`src/hw/state_cache_params.svh`:
```
`ifndef STATE_CACHE_PARAMS_SVH
`define STATE_CACHE_PARAMS_SVH

// Flow key width
`define KEY_WID 16

// State ID width, 16 IDs in the free list
`define ID_WID 4

// Table index width, 32 direct-mapped slots
`define SLOT_IDX_WID 5

// Outcome counter width
`define CNT_WID 32

`endif

```
`src/hw/state_cache_pkg.sv`:
```
`include "state_cache_params.svh"

package state_cache_pkg;

    // One table slot
    typedef struct packed {
        logic                valid;
        logic [`KEY_WID-1:0] key;
        logic [`ID_WID-1:0]  id;
    } table_entry_t;

    typedef enum logic [1:0] {
        RES_EXISTING,
        RES_NEW,
        RES_NOT_TRACKED
    } lookup_result_e;

    typedef enum logic [1:0] {
        ST_INIT,
        ST_IDLE,
        ST_DEL_READ,
        ST_DEL_CLEAR
    } id_mgr_state_e;

    // Fold the key into a slot index, top key bit lands on index bit 0
    function automatic logic [`SLOT_IDX_WID-1:0] slot_of(input logic [`KEY_WID-1:0] key);
        logic [`SLOT_IDX_WID-1:0] idx;
        idx    = key[4:0] ^ key[9:5] ^ key[14:10];
        idx[0] = idx[0] ^ key[15];
        return idx;
    endfunction

endpackage

```
`src/hw/state_cache_intf.sv`:
```
`timescale 1ns/1ns
`include "state_cache_params.svh"

// ---------------------------------------------------------------------------
// Table access port, lookup side reads and inserts
// ---------------------------------------------------------------------------
interface table_port_if;
    logic                          rd_en;
    logic [`SLOT_IDX_WID-1:0]      rd_idx;
    state_cache_pkg::table_entry_t rd_entry;
    logic                          wr_en;
    logic [`SLOT_IDX_WID-1:0]      wr_idx;
    state_cache_pkg::table_entry_t wr_entry;

    modport reader (
        output rd_en, rd_idx, wr_en, wr_idx, wr_entry,
        input  rd_entry
    );

    modport owner (
        input  rd_en, rd_idx, wr_en, wr_idx, wr_entry,
        output rd_entry
    );
endinterface

// ---------------------------------------------------------------------------
// Free ID handout, head of the free list plus key capture
// ---------------------------------------------------------------------------
interface id_alloc_if;
    logic                avail;
    logic [`ID_WID-1:0]  free_id;
    logic                take;
    logic [`KEY_WID-1:0] take_key;

    modport provider (
        output avail, free_id,
        input  take, take_key
    );

    modport consumer (
        input  avail, free_id,
        output take, take_key
    );
endinterface

```
`src/hw/cache_counters.sv`:
```
`timescale 1ns/1ns
`include "state_cache_params.svh"

module cache_counters (
    input  logic                            clk,
    input  logic                            htable_srst,
    input  logic                            i_cnt_clear,
    input  logic                            i_result_valid,
    input  state_cache_pkg::lookup_result_e i_result,
    output logic [`CNT_WID-1:0]             o_cnt_req,
    output logic [`CNT_WID-1:0]             o_cnt_existing,
    output logic [`CNT_WID-1:0]             o_cnt_new,
    output logic [`CNT_WID-1:0]             o_cnt_not_tracked
);

    // One request count plus one outcome count per result
    always_ff @(posedge clk) begin
        if (htable_srst || i_cnt_clear) begin
            o_cnt_req         <= '0;
            o_cnt_existing    <= '0;
            o_cnt_new         <= '0;
            o_cnt_not_tracked <= '0;
        end else if (i_result_valid) begin
            o_cnt_req <= o_cnt_req + `CNT_WID'(1);
            case (i_result)
                state_cache_pkg::RES_EXISTING: begin
                    o_cnt_existing <= o_cnt_existing + `CNT_WID'(1);
                end
                state_cache_pkg::RES_NEW: begin
                    o_cnt_new <= o_cnt_new + `CNT_WID'(1);
                end
                state_cache_pkg::RES_NOT_TRACKED: begin
                    o_cnt_not_tracked <= o_cnt_not_tracked + `CNT_WID'(1);
                end
                default: begin
                    o_cnt_not_tracked <= o_cnt_not_tracked;
                end
            endcase
        end
    end

endmodule

```
`src/hw/lookup_pipeline.sv`:
```
`timescale 1ns/1ns
`include "state_cache_params.svh"

module lookup_pipeline (
    input  logic                            clk,
    input  logic                            htable_srst,
    input  logic                            i_lookup_req,
    input  logic [`KEY_WID-1:0]             i_lookup_key,
    table_port_if.reader                    o_port,
    id_alloc_if.consumer                    o_alloc,
    output logic                            o_busy,
    output logic                            o_lookup_ack,
    output logic                            o_lookup_valid,
    output logic                            o_lookup_new,
    output logic [`ID_WID-1:0]              o_lookup_id,
    output state_cache_pkg::lookup_result_e o_result
);

    // Stage 1, read issue
    logic                     s1_valid;
    logic [`KEY_WID-1:0]      s1_key;
    logic [`SLOT_IDX_WID-1:0] s1_idx;

    // Stage 2, decision
    logic                     s2_valid;
    logic [`KEY_WID-1:0]      s2_key;
    logic [`SLOT_IDX_WID-1:0] s2_idx;

    // Last insert, for a read that raced it
    logic                          fwd_valid;
    logic [`SLOT_IDX_WID-1:0]      fwd_idx;
    state_cache_pkg::table_entry_t fwd_entry;

    state_cache_pkg::table_entry_t   cur_entry;
    state_cache_pkg::lookup_result_e dec_result;
    logic [`ID_WID-1:0]              dec_id;
    logic                            do_insert;

    assign s1_idx = state_cache_pkg::slot_of(s1_key);
    assign o_busy = s1_valid || s2_valid;

    assign o_port.rd_en  = s1_valid;
    assign o_port.rd_idx = s1_idx;

    // ---------------------------------------------------------------------------
    // Hit / insert / not-tracked decision
    // ---------------------------------------------------------------------------
    // Previous cycle wrote this slot after our read was taken
    assign cur_entry = (fwd_valid && (fwd_idx == s2_idx)) ? fwd_entry : o_port.rd_entry;

    always_comb begin
        dec_result = state_cache_pkg::RES_NOT_TRACKED;
        dec_id     = cur_entry.id;
        if (cur_entry.valid && (cur_entry.key == s2_key)) begin
            dec_result = state_cache_pkg::RES_EXISTING;
        end else if (!cur_entry.valid && o_alloc.avail) begin
            dec_result = state_cache_pkg::RES_NEW;
            dec_id     = o_alloc.free_id;
        end
    end

    assign do_insert = s2_valid && (dec_result == state_cache_pkg::RES_NEW);

    assign o_alloc.take     = do_insert;
    assign o_alloc.take_key = s2_key;

    assign o_port.wr_en          = do_insert;
    assign o_port.wr_idx         = s2_idx;
    assign o_port.wr_entry.valid = 1'b1;
    assign o_port.wr_entry.key   = s2_key;
    assign o_port.wr_entry.id    = o_alloc.free_id;

    // ---------------------------------------------------------------------------
    // Pipeline registers
    // ---------------------------------------------------------------------------
    always_ff @(posedge clk) begin
        if (htable_srst) begin
            s1_valid       <= 1'b0;
            s2_valid       <= 1'b0;
            fwd_valid      <= 1'b0;
            o_lookup_ack   <= 1'b0;
            o_lookup_valid <= 1'b0;
            o_lookup_new   <= 1'b0;
        end else begin
            s1_valid       <= i_lookup_req;
            s2_valid       <= s1_valid;
            fwd_valid      <= do_insert;
            o_lookup_ack   <= s2_valid;
            o_lookup_valid <= s2_valid && (dec_result != state_cache_pkg::RES_NOT_TRACKED);
            o_lookup_new   <= do_insert;
        end
    end

    always_ff @(posedge clk) begin
        s1_key      <= i_lookup_key;
        s2_key      <= s1_key;
        s2_idx      <= s1_idx;
        fwd_idx     <= o_port.wr_idx;
        fwd_entry   <= o_port.wr_entry;
        o_lookup_id <= dec_id;
        o_result    <= dec_result;
    end

endmodule

```
`src/hw/state_cache_top.sv`:
```
`timescale 1ns/1ns
`include "state_cache_params.svh"

module state_cache_top (
    input  logic                 clk,
    input  logic                 htable_srst,
    input  logic                 i_lookup_req,
    input  logic [`KEY_WID-1:0]  i_lookup_key,
    input  logic                 i_delete_req,
    input  logic [`ID_WID-1:0]   i_delete_id,
    input  logic                 i_cnt_clear,
    output logic                 o_init_done,
    output logic                 o_lookup_ack,
    output logic                 o_lookup_valid,
    output logic                 o_lookup_new,
    output logic [`ID_WID-1:0]   o_lookup_id,
    output logic [`ID_WID:0]     o_fill,
    output logic [`CNT_WID-1:0]  o_cnt_req,
    output logic [`CNT_WID-1:0]  o_cnt_existing,
    output logic [`CNT_WID-1:0]  o_cnt_new,
    output logic [`CNT_WID-1:0]  o_cnt_not_tracked
);

    logic                            clr_en;
    logic [`SLOT_IDX_WID-1:0]        clr_idx;
    logic                            busy;
    state_cache_pkg::lookup_result_e result;

    table_port_if u_table_if ();
    id_alloc_if   u_alloc_if ();

    // ---------------------------------------------------------------------------
    // Slot storage and ID bookkeeping
    // ---------------------------------------------------------------------------
    state_table u_table (
        .clk         (clk),
        .htable_srst (htable_srst),
        .i_port      (u_table_if),
        .i_clr_en    (clr_en),
        .i_clr_idx   (clr_idx)
    );

    state_id_manager u_id_mgr (
        .clk          (clk),
        .htable_srst  (htable_srst),
        .i_alloc      (u_alloc_if),
        .i_delete_req (i_delete_req),
        .i_delete_id  (i_delete_id),
        .i_busy       (busy),
        .o_clr_en     (clr_en),
        .o_clr_idx    (clr_idx),
        .o_init_done  (o_init_done),
        .o_fill       (o_fill)
    );

    // ---------------------------------------------------------------------------
    // Lookup path and statistics
    // ---------------------------------------------------------------------------
    lookup_pipeline u_lookup (
        .clk            (clk),
        .htable_srst    (htable_srst),
        .i_lookup_req   (i_lookup_req),
        .i_lookup_key   (i_lookup_key),
        .o_port         (u_table_if),
        .o_alloc        (u_alloc_if),
        .o_busy         (busy),
        .o_lookup_ack   (o_lookup_ack),
        .o_lookup_valid (o_lookup_valid),
        .o_lookup_new   (o_lookup_new),
        .o_lookup_id    (o_lookup_id),
        .o_result       (result)
    );

    // Every ack counts as one result
    cache_counters u_counters (
        .clk               (clk),
        .htable_srst       (htable_srst),
        .i_cnt_clear       (i_cnt_clear),
        .i_result_valid    (o_lookup_ack),
        .i_result          (result),
        .o_cnt_req         (o_cnt_req),
        .o_cnt_existing    (o_cnt_existing),
        .o_cnt_new         (o_cnt_new),
        .o_cnt_not_tracked (o_cnt_not_tracked)
    );

endmodule

```
`src/hw/state_id_manager.sv`:
```
`timescale 1ns/1ns
`include "state_cache_params.svh"

module state_id_manager (
    input  logic                     clk,
    input  logic                     htable_srst,
    id_alloc_if.provider             i_alloc,
    input  logic                     i_delete_req,
    input  logic [`ID_WID-1:0]       i_delete_id,
    input  logic                     i_busy,
    output logic                     o_clr_en,
    output logic [`SLOT_IDX_WID-1:0] o_clr_idx,
    output logic                     o_init_done,
    output logic [`ID_WID:0]         o_fill
);

    localparam int NUM_IDS = 2**`ID_WID;

    state_cache_pkg::id_mgr_state_e state;

    logic [`ID_WID-1:0]  free_mem [NUM_IDS];
    logic [`ID_WID-1:0]  head_ptr;
    logic [`ID_WID-1:0]  tail_ptr;
    logic [`ID_WID:0]    free_cnt;
    logic                push;
    logic [`ID_WID-1:0]  push_id;
    logic                pop;

    logic [`KEY_WID-1:0] key_mem [NUM_IDS];
    logic [NUM_IDS-1:0]  allocated;
    logic [`ID_WID-1:0]  del_id;
    logic [`KEY_WID-1:0] del_key;

    // ---------------------------------------------------------------------------
    // Control FSM
    // ---------------------------------------------------------------------------
    always_ff @(posedge clk) begin
        if (htable_srst) begin
            state <= state_cache_pkg::ST_INIT;
        end else begin
            case (state)
                state_cache_pkg::ST_INIT: begin
                    if (tail_ptr == '1) begin
                        state <= state_cache_pkg::ST_IDLE;
                    end
                end
                state_cache_pkg::ST_IDLE: begin
                    if (i_delete_req) begin
                        state <= state_cache_pkg::ST_DEL_READ;
                    end
                end
                // Unallocated IDs drop out here
                state_cache_pkg::ST_DEL_READ: begin
                    if (allocated[del_id]) begin
                        state <= state_cache_pkg::ST_DEL_CLEAR;
                    end else begin
                        state <= state_cache_pkg::ST_IDLE;
                    end
                end
                default: begin
                    state <= state_cache_pkg::ST_IDLE;
                end
            endcase
        end
    end

    assign o_init_done = (state != state_cache_pkg::ST_INIT);
    assign o_clr_en    = (state == state_cache_pkg::ST_DEL_CLEAR);
    assign o_clr_idx   = state_cache_pkg::slot_of(del_key);

    // During init the tail pointer doubles as the ID being pushed
    assign push    = (state == state_cache_pkg::ST_INIT) || o_clr_en;
    assign push_id = o_clr_en ? del_id : tail_ptr;
    assign pop     = i_alloc.take;

    assign i_alloc.avail   = o_init_done && (free_cnt != '0);
    assign i_alloc.free_id = free_mem[head_ptr];

    // ---------------------------------------------------------------------------
    // Free list pointers, allocation flags and fill count
    // ---------------------------------------------------------------------------
    always_ff @(posedge clk) begin
        if (htable_srst) begin
            head_ptr  <= '0;
            tail_ptr  <= '0;
            free_cnt  <= '0;
            allocated <= '0;
            o_fill    <= '0;
        end else begin
            if (push) begin
                tail_ptr <= tail_ptr + 1'b1;
            end
            if (pop) begin
                head_ptr                     <= head_ptr + 1'b1;
                allocated[i_alloc.free_id]   <= 1'b1;
            end
            if (o_clr_en) begin
                allocated[del_id] <= 1'b0;
            end
            case ({push, pop})
                2'b10:   free_cnt <= free_cnt + 1'b1;
                2'b01:   free_cnt <= free_cnt - 1'b1;
                default: free_cnt <= free_cnt;
            endcase
            case ({pop, o_clr_en})
                2'b10:   o_fill <= o_fill + 1'b1;
                2'b01:   o_fill <= o_fill - 1'b1;
                default: o_fill <= o_fill;
            endcase
        end
    end

    // Free list and key store contents
    always_ff @(posedge clk) begin
        if (push) begin
            free_mem[tail_ptr] <= push_id;
        end
        if (pop) begin
            key_mem[i_alloc.free_id] <= i_alloc.take_key;
        end
    end

    // Delete context
    always_ff @(posedge clk) begin
        if ((state == state_cache_pkg::ST_IDLE) && i_delete_req) begin
            del_id <= i_delete_id;
        end
        if (state == state_cache_pkg::ST_DEL_READ) begin
            del_key <= key_mem[del_id];
        end
    end

    // A delete racing a lookup could clear a slot the lookup is inserting
    a_delete_when_idle: assert property (
        @(posedge clk) disable iff (htable_srst) i_delete_req |-> !i_busy
    );

    a_take_needs_avail: assert property (
        @(posedge clk) disable iff (htable_srst) i_alloc.take |-> i_alloc.avail
    );

endmodule

```
`src/hw/state_table.sv`:
```
`timescale 1ns/1ns
`include "state_cache_params.svh"

module state_table (
    input  logic                     clk,
    input  logic                     htable_srst,
    table_port_if.owner              i_port,
    input  logic                     i_clr_en,
    input  logic [`SLOT_IDX_WID-1:0] i_clr_idx
);

    localparam int NUM_SLOTS = 2**`SLOT_IDX_WID;

    state_cache_pkg::table_entry_t slot_mem [NUM_SLOTS];
    logic [NUM_SLOTS-1:0]          slot_valid;

    // ---------------------------------------------------------------------------
    // Valid bits, insert beats clear
    // ---------------------------------------------------------------------------
    always_ff @(posedge clk) begin
        if (htable_srst) begin
            slot_valid <= '0;
        end else if (i_port.wr_en) begin
            slot_valid[i_port.wr_idx] <= i_port.wr_entry.valid;
        end else if (i_clr_en) begin
            slot_valid[i_clr_idx] <= 1'b0;
        end
    end

    // Key and ID storage
    always_ff @(posedge clk) begin
        if (i_port.wr_en) begin
            slot_mem[i_port.wr_idx] <= i_port.wr_entry;
        end
    end

    // Registered read, old data on a same-edge write
    always_ff @(posedge clk) begin
        if (i_port.rd_en) begin
            i_port.rd_entry.valid <= slot_valid[i_port.rd_idx];
            i_port.rd_entry.key   <= slot_mem[i_port.rd_idx].key;
            i_port.rd_entry.id    <= slot_mem[i_port.rd_idx].id;
        end
    end

    // Deletes only run with the lookup pipe empty, so no write collision
    a_no_write_collision: assert property (
        @(posedge clk) disable iff (htable_srst) !(i_clr_en && i_port.wr_en)
    );

endmodule

```
`config.mk`:
```
export PLATFORM = sky130hd
export DESIGN_NAME = state_cache_top
export DESIGN_NICKNAME = d
export VERILOG_FILES = /design/src/hw/state_cache_pkg.sv /design/src/hw/state_cache_intf.sv /design/src/hw/cache_counters.sv /design/src/hw/lookup_pipeline.sv /design/src/hw/state_cache_top.sv /design/src/hw/state_id_manager.sv /design/src/hw/state_table.sv
export VERILOG_INCLUDE_DIRS = /design/src /design/src/hw
export SDC_FILE = /design/constraint.sdc
export NUM_CORES = 2
export LEC_CHECK = 0
export ABC_AREA = 1
export BUFFER_PORTS_ARGS = -buffer_cell sky130_fd_sc_hd__buf_2
export CORE_UTILIZATION = 62
export CTS_CLUSTER_DIAMETER = 120
export DETAILED_ROUTE_END_ITERATION = 10
export PLACE_DENSITY = 0.83
export SYNTH_ARGS = -nofsm -noshare
export SYNTH_HDL_FRONTEND = slang
export SYNTH_SLANG_ARGS = --single-unit
export TNS_END_PERCENT = 5
```
`constraint.sdc`:
```
create_clock -name clk -period 3.2 [get_ports clk]
set_input_delay 0.8 -clock clk [delete_from_list [all_inputs] [get_ports clk]]
set_output_delay 0.8 -clock clk [all_outputs]
set_load 0.005 [all_outputs]
```
==> reports/metrics.yaml <==
status: "finished, final reports clean"
period_share_pct: 91.0
timing.rr.start: "u_lookup.o_port.wr_idx[3]"
layout-drive-gt1-share_pct: 14.7
port_buffers: 165
critPathKind: "register to register"
path_cells: "inv_2, nand2_1, nand2_1, nor2_2, nand3_2, nand2_1, nor2_4, nand2_2, inv_1, ha_1, xor2_1, ha_1, a21o_1, nand2_1, nand2_1, a21oi_1, inv_1, o21ai_0, a21oi_1, o21ai_0, a21oi_1"
slowest_stage: "dfxtp_1"
dieArea_sq_mm: 0.0843
maxCapViolations: 0
crit_end: "u_id_mgr.free_cnt[4]"
synthCells: 4441
clkTransAtPathRegs_ns: 0.07
syn_avg_cell_area_sq_um: 11.6
fin_util_pct: 71.0
ys_warn_count: 0
critPathBufInv: 3
hpwl_um: 80200
pin_count: 166
synthArstFlopShare_pct: 0
postRouteWirelength_um: 137000
dp.cells: 5591
area_growth_pct: 13.3
synthFlopType: "edfxtp_1"
setup_viol: 0
synth_seq_cells: 1274
setup.worst_path.start: "u_lookup.o_port.wr_idx[3]"
r2r-end: "u_id_mgr.free_cnt[4]"
busiest_layer: "met2"
rows: 105
start_kind: "register"
grt_pass1_vias: 36100
synthDistinctLibCells: 50
rsz0062_at_grt: "no"
power_density_mw_per_mm2: 658
synth_edf_count: 1001
cts.sinks: 1274
core_area_sq_mm: 0.0822
holdPathStages: 1
critPathCaptureType: "register"
gr-usage-all-layers_pct: 31.9
start_util_pct: 62.7
hold_class: "input port to register"
vias_per_cell: 6.38
numCtsBuffers: 120
critPathMaxFanout: 6
hold_viol: 0
arrival_ns: 3.52
r2r_slack_ns: 0.29
cts_resized: 0
antenna_left: 0
setup-tns-final_ns: 0
final_common_cell: "edfxtp_1"
die_w_um: 290
critPathTopFamily: "simple AND/OR/NAND/NOR gates"
final_cell_mix: "1001 x edfxtp_1, 575 x nand2_1, 353 x nor2_1, 340 x inv_1, 336 x o211ai_1"
htreeDepth: 3
nFillCells: 5193
fmax_mhz: 343
path_common_cell: "nand2_1"
die_height_um: 290
clk_latency_ns: 0.72
routedWlPerCell_um: 23.5
nNetsFinal: 4690
via_count: 37100
synthesis.area_sq_mm: 0.0516
antenna_found_initial: 5
postCtsSetupBuffers: 0
ff2ff_path_depth: 21
fin_skew_ns: 0.0636
worstSetupPathDepth: 21
post-route-min-period_ns: 2.91
grt_overflow: 0
slew_headroom_pct: 27.5
use_met3_pct: 5.64
place.gp.congestion: 0.917
grt_use_met1_pct: 42.1
drtPass1Iterations: 10
cts_tree: "yes"
grt_max_degree: 96
use_met2_pct: 51.9
seq_area_frac_synth_pct: 68.9
grt_pass1_wl_um: 207000
finalNonFillerCells: 5821
cts_hold_repair.buffers: 0
route.detailed.drc: 0
worst_slew_pin_slew_ns: 1.08
peakVddDrop_mv: 0.663
p_leak_nw: 20.3
syn_nets: 4488
slew_viol_final: 0
root_buffer: "clkbuf_16"
cts.path.max_buffers: 3
drtIter0Drc: 4565
cp_data_required_time_ns: 3.81
whs_ns: 0.177
slowest_delay_ns: 0.43
==> cells by family (layout without fill, tap and decap cells) <==
family | after synthesis | in the layout | synth area share [%]
simple gates | 1523 | 1523 | 13.3
other cells | 0 | 2 | 0
flops | 1274 | 1274 | 68.9
compound gates | 983 | 983 | 11.9
fa+ha+maj | 22 | 22 | 0.534
buf+inv | 585 | 893 | 4.42
xor+xnor | 54 | 54 | 0.932
==> synthesized netlist by cell type (6+ instances only) <==
master | instances | area, sq um
ha_1 | 22 | 275
nor4_1 | 9 | 56.3
clkbuf_1 | 152 | 571
xnor2_1 | 13 | 114
or4_1 | 16 | 120
clkinv_1 | 7 | 26.3
a21oi_1 | 150 | 751
a22oi_1 | 68 | 510
edfxtp_1 | 1001 | 30100
buf_1 | 20 | 75.1
xor2_1 | 40 | 350
nor3b_1 | 8 | 60.1
inv_1 | 342 | 1280
nand3_1 | 264 | 1320
o21bai_1 | 20 | 150
nand2_1 | 576 | 2160
inv_2 | 9 | 33.8
or2_2 | 121 | 757
o21a_1 | 10 | 75.1
nand3b_1 | 7 | 52.6
nor2_2 | 6 | 37.5
o21ai_0 | 292 | 1460
dfxtp_1 | 273 | 5470
nor3_1 | 59 | 295
o21ai_1 | 18 | 90.1
nor2_1 | 388 | 1460
a31oi_1 | 73 | 457
buf_2 | 50 | 250
nand4_1 | 44 | 275
o211ai_1 | 336 | 2520
==> state kept, by name, summed over array words and instances, names as in the netlist, 20 cells and up, named ones only <==
| name | cells |
|---|---|
| u_table.slot_mem | 640 |
| u_lookup.fwd_entry | 20 |
| u_id_mgr.key_mem | 256 |
| u_counters.o_cnt_new | 32 |
| u_table.slot_valid | 32 |
| u_id_mgr.free_mem | 64 |
| u_counters.o_cnt_not_tracked | 32 |
| u_counters.o_cnt_req | 32 |
| u_table.i_port.rd_entry | 21 |
| u_counters.o_cnt_existing | 32 |
==> worst min-delay path by stage <==
stage,from,endpoint,slack (ns)
2_1_floorplan,u_lookup.s1_key[6],u_lookup.o_alloc.take_key[6],0.33
3_3_place_gp,u_lookup.s1_key[7],u_lookup.o_alloc.take_key[7],0.33
3_5_place_dp,u_lookup.s1_key[7],u_lookup.o_alloc.take_key[7],0.34
4_1_cts,i_lookup_key[10],u_lookup.s1_key[10],0.15
5_1_grt,i_lookup_key[13],u_lookup.s1_key[13],0.17
6_report,i_lookup_key[8],u_lookup.s1_key[8],0.18
==> metrics by stage <==
stage | total power [mW] | setup slack [ns] | instance area [sq um]
5_1_grt | 39.4 | 0.0373 | 58400
6_report | 38.4 | 0.287 | 58400
4_1_cts | 38.3 | 0.257 | 58400
3_3_place_gp | 23.9 | 0.331 | 54400
3_5_place_dp | 24.1 | 0.270 | 54400
2_1_floorplan | 22.1 | 0.313 | 51600
==> routing by layer <==
layer,up-vias,wire length [um]
met5,-,13
met2,2665,64900
li1,16400,-
met4,2,6470
met3,426,16000
met1,17700,49500
==> power breakdown <==
group	leakage [nW]	internal [mW]	switching [mW]
sequential	11.3	18.6	0.258
clock	1.96	8.22	6.25
combinational	7.13	1.41	3.72
total	20.3	28.2	10.2
==> area by class of cell <==
| type | count | area (sq um) | area share [%] |
|---|---|---|---|
| clock inverters | 72 | 816 | 1.40 |
| multi-input cells | 2582 | 13900 | 23.8 |
| diodes | 2 | 5.00 | 0.00857 |
| clock buffers | 156 | 3230 | 5.53 |
| inverters | 358 | 1360 | 2.32 |
| repair buffers | 307 | 2200 | 3.77 |
| flip-flops and latches | 1274 | 35500 | 60.9 |
| well taps | 1070 | 1340 | 2.29 |
(Power assumes the default switching activity.)
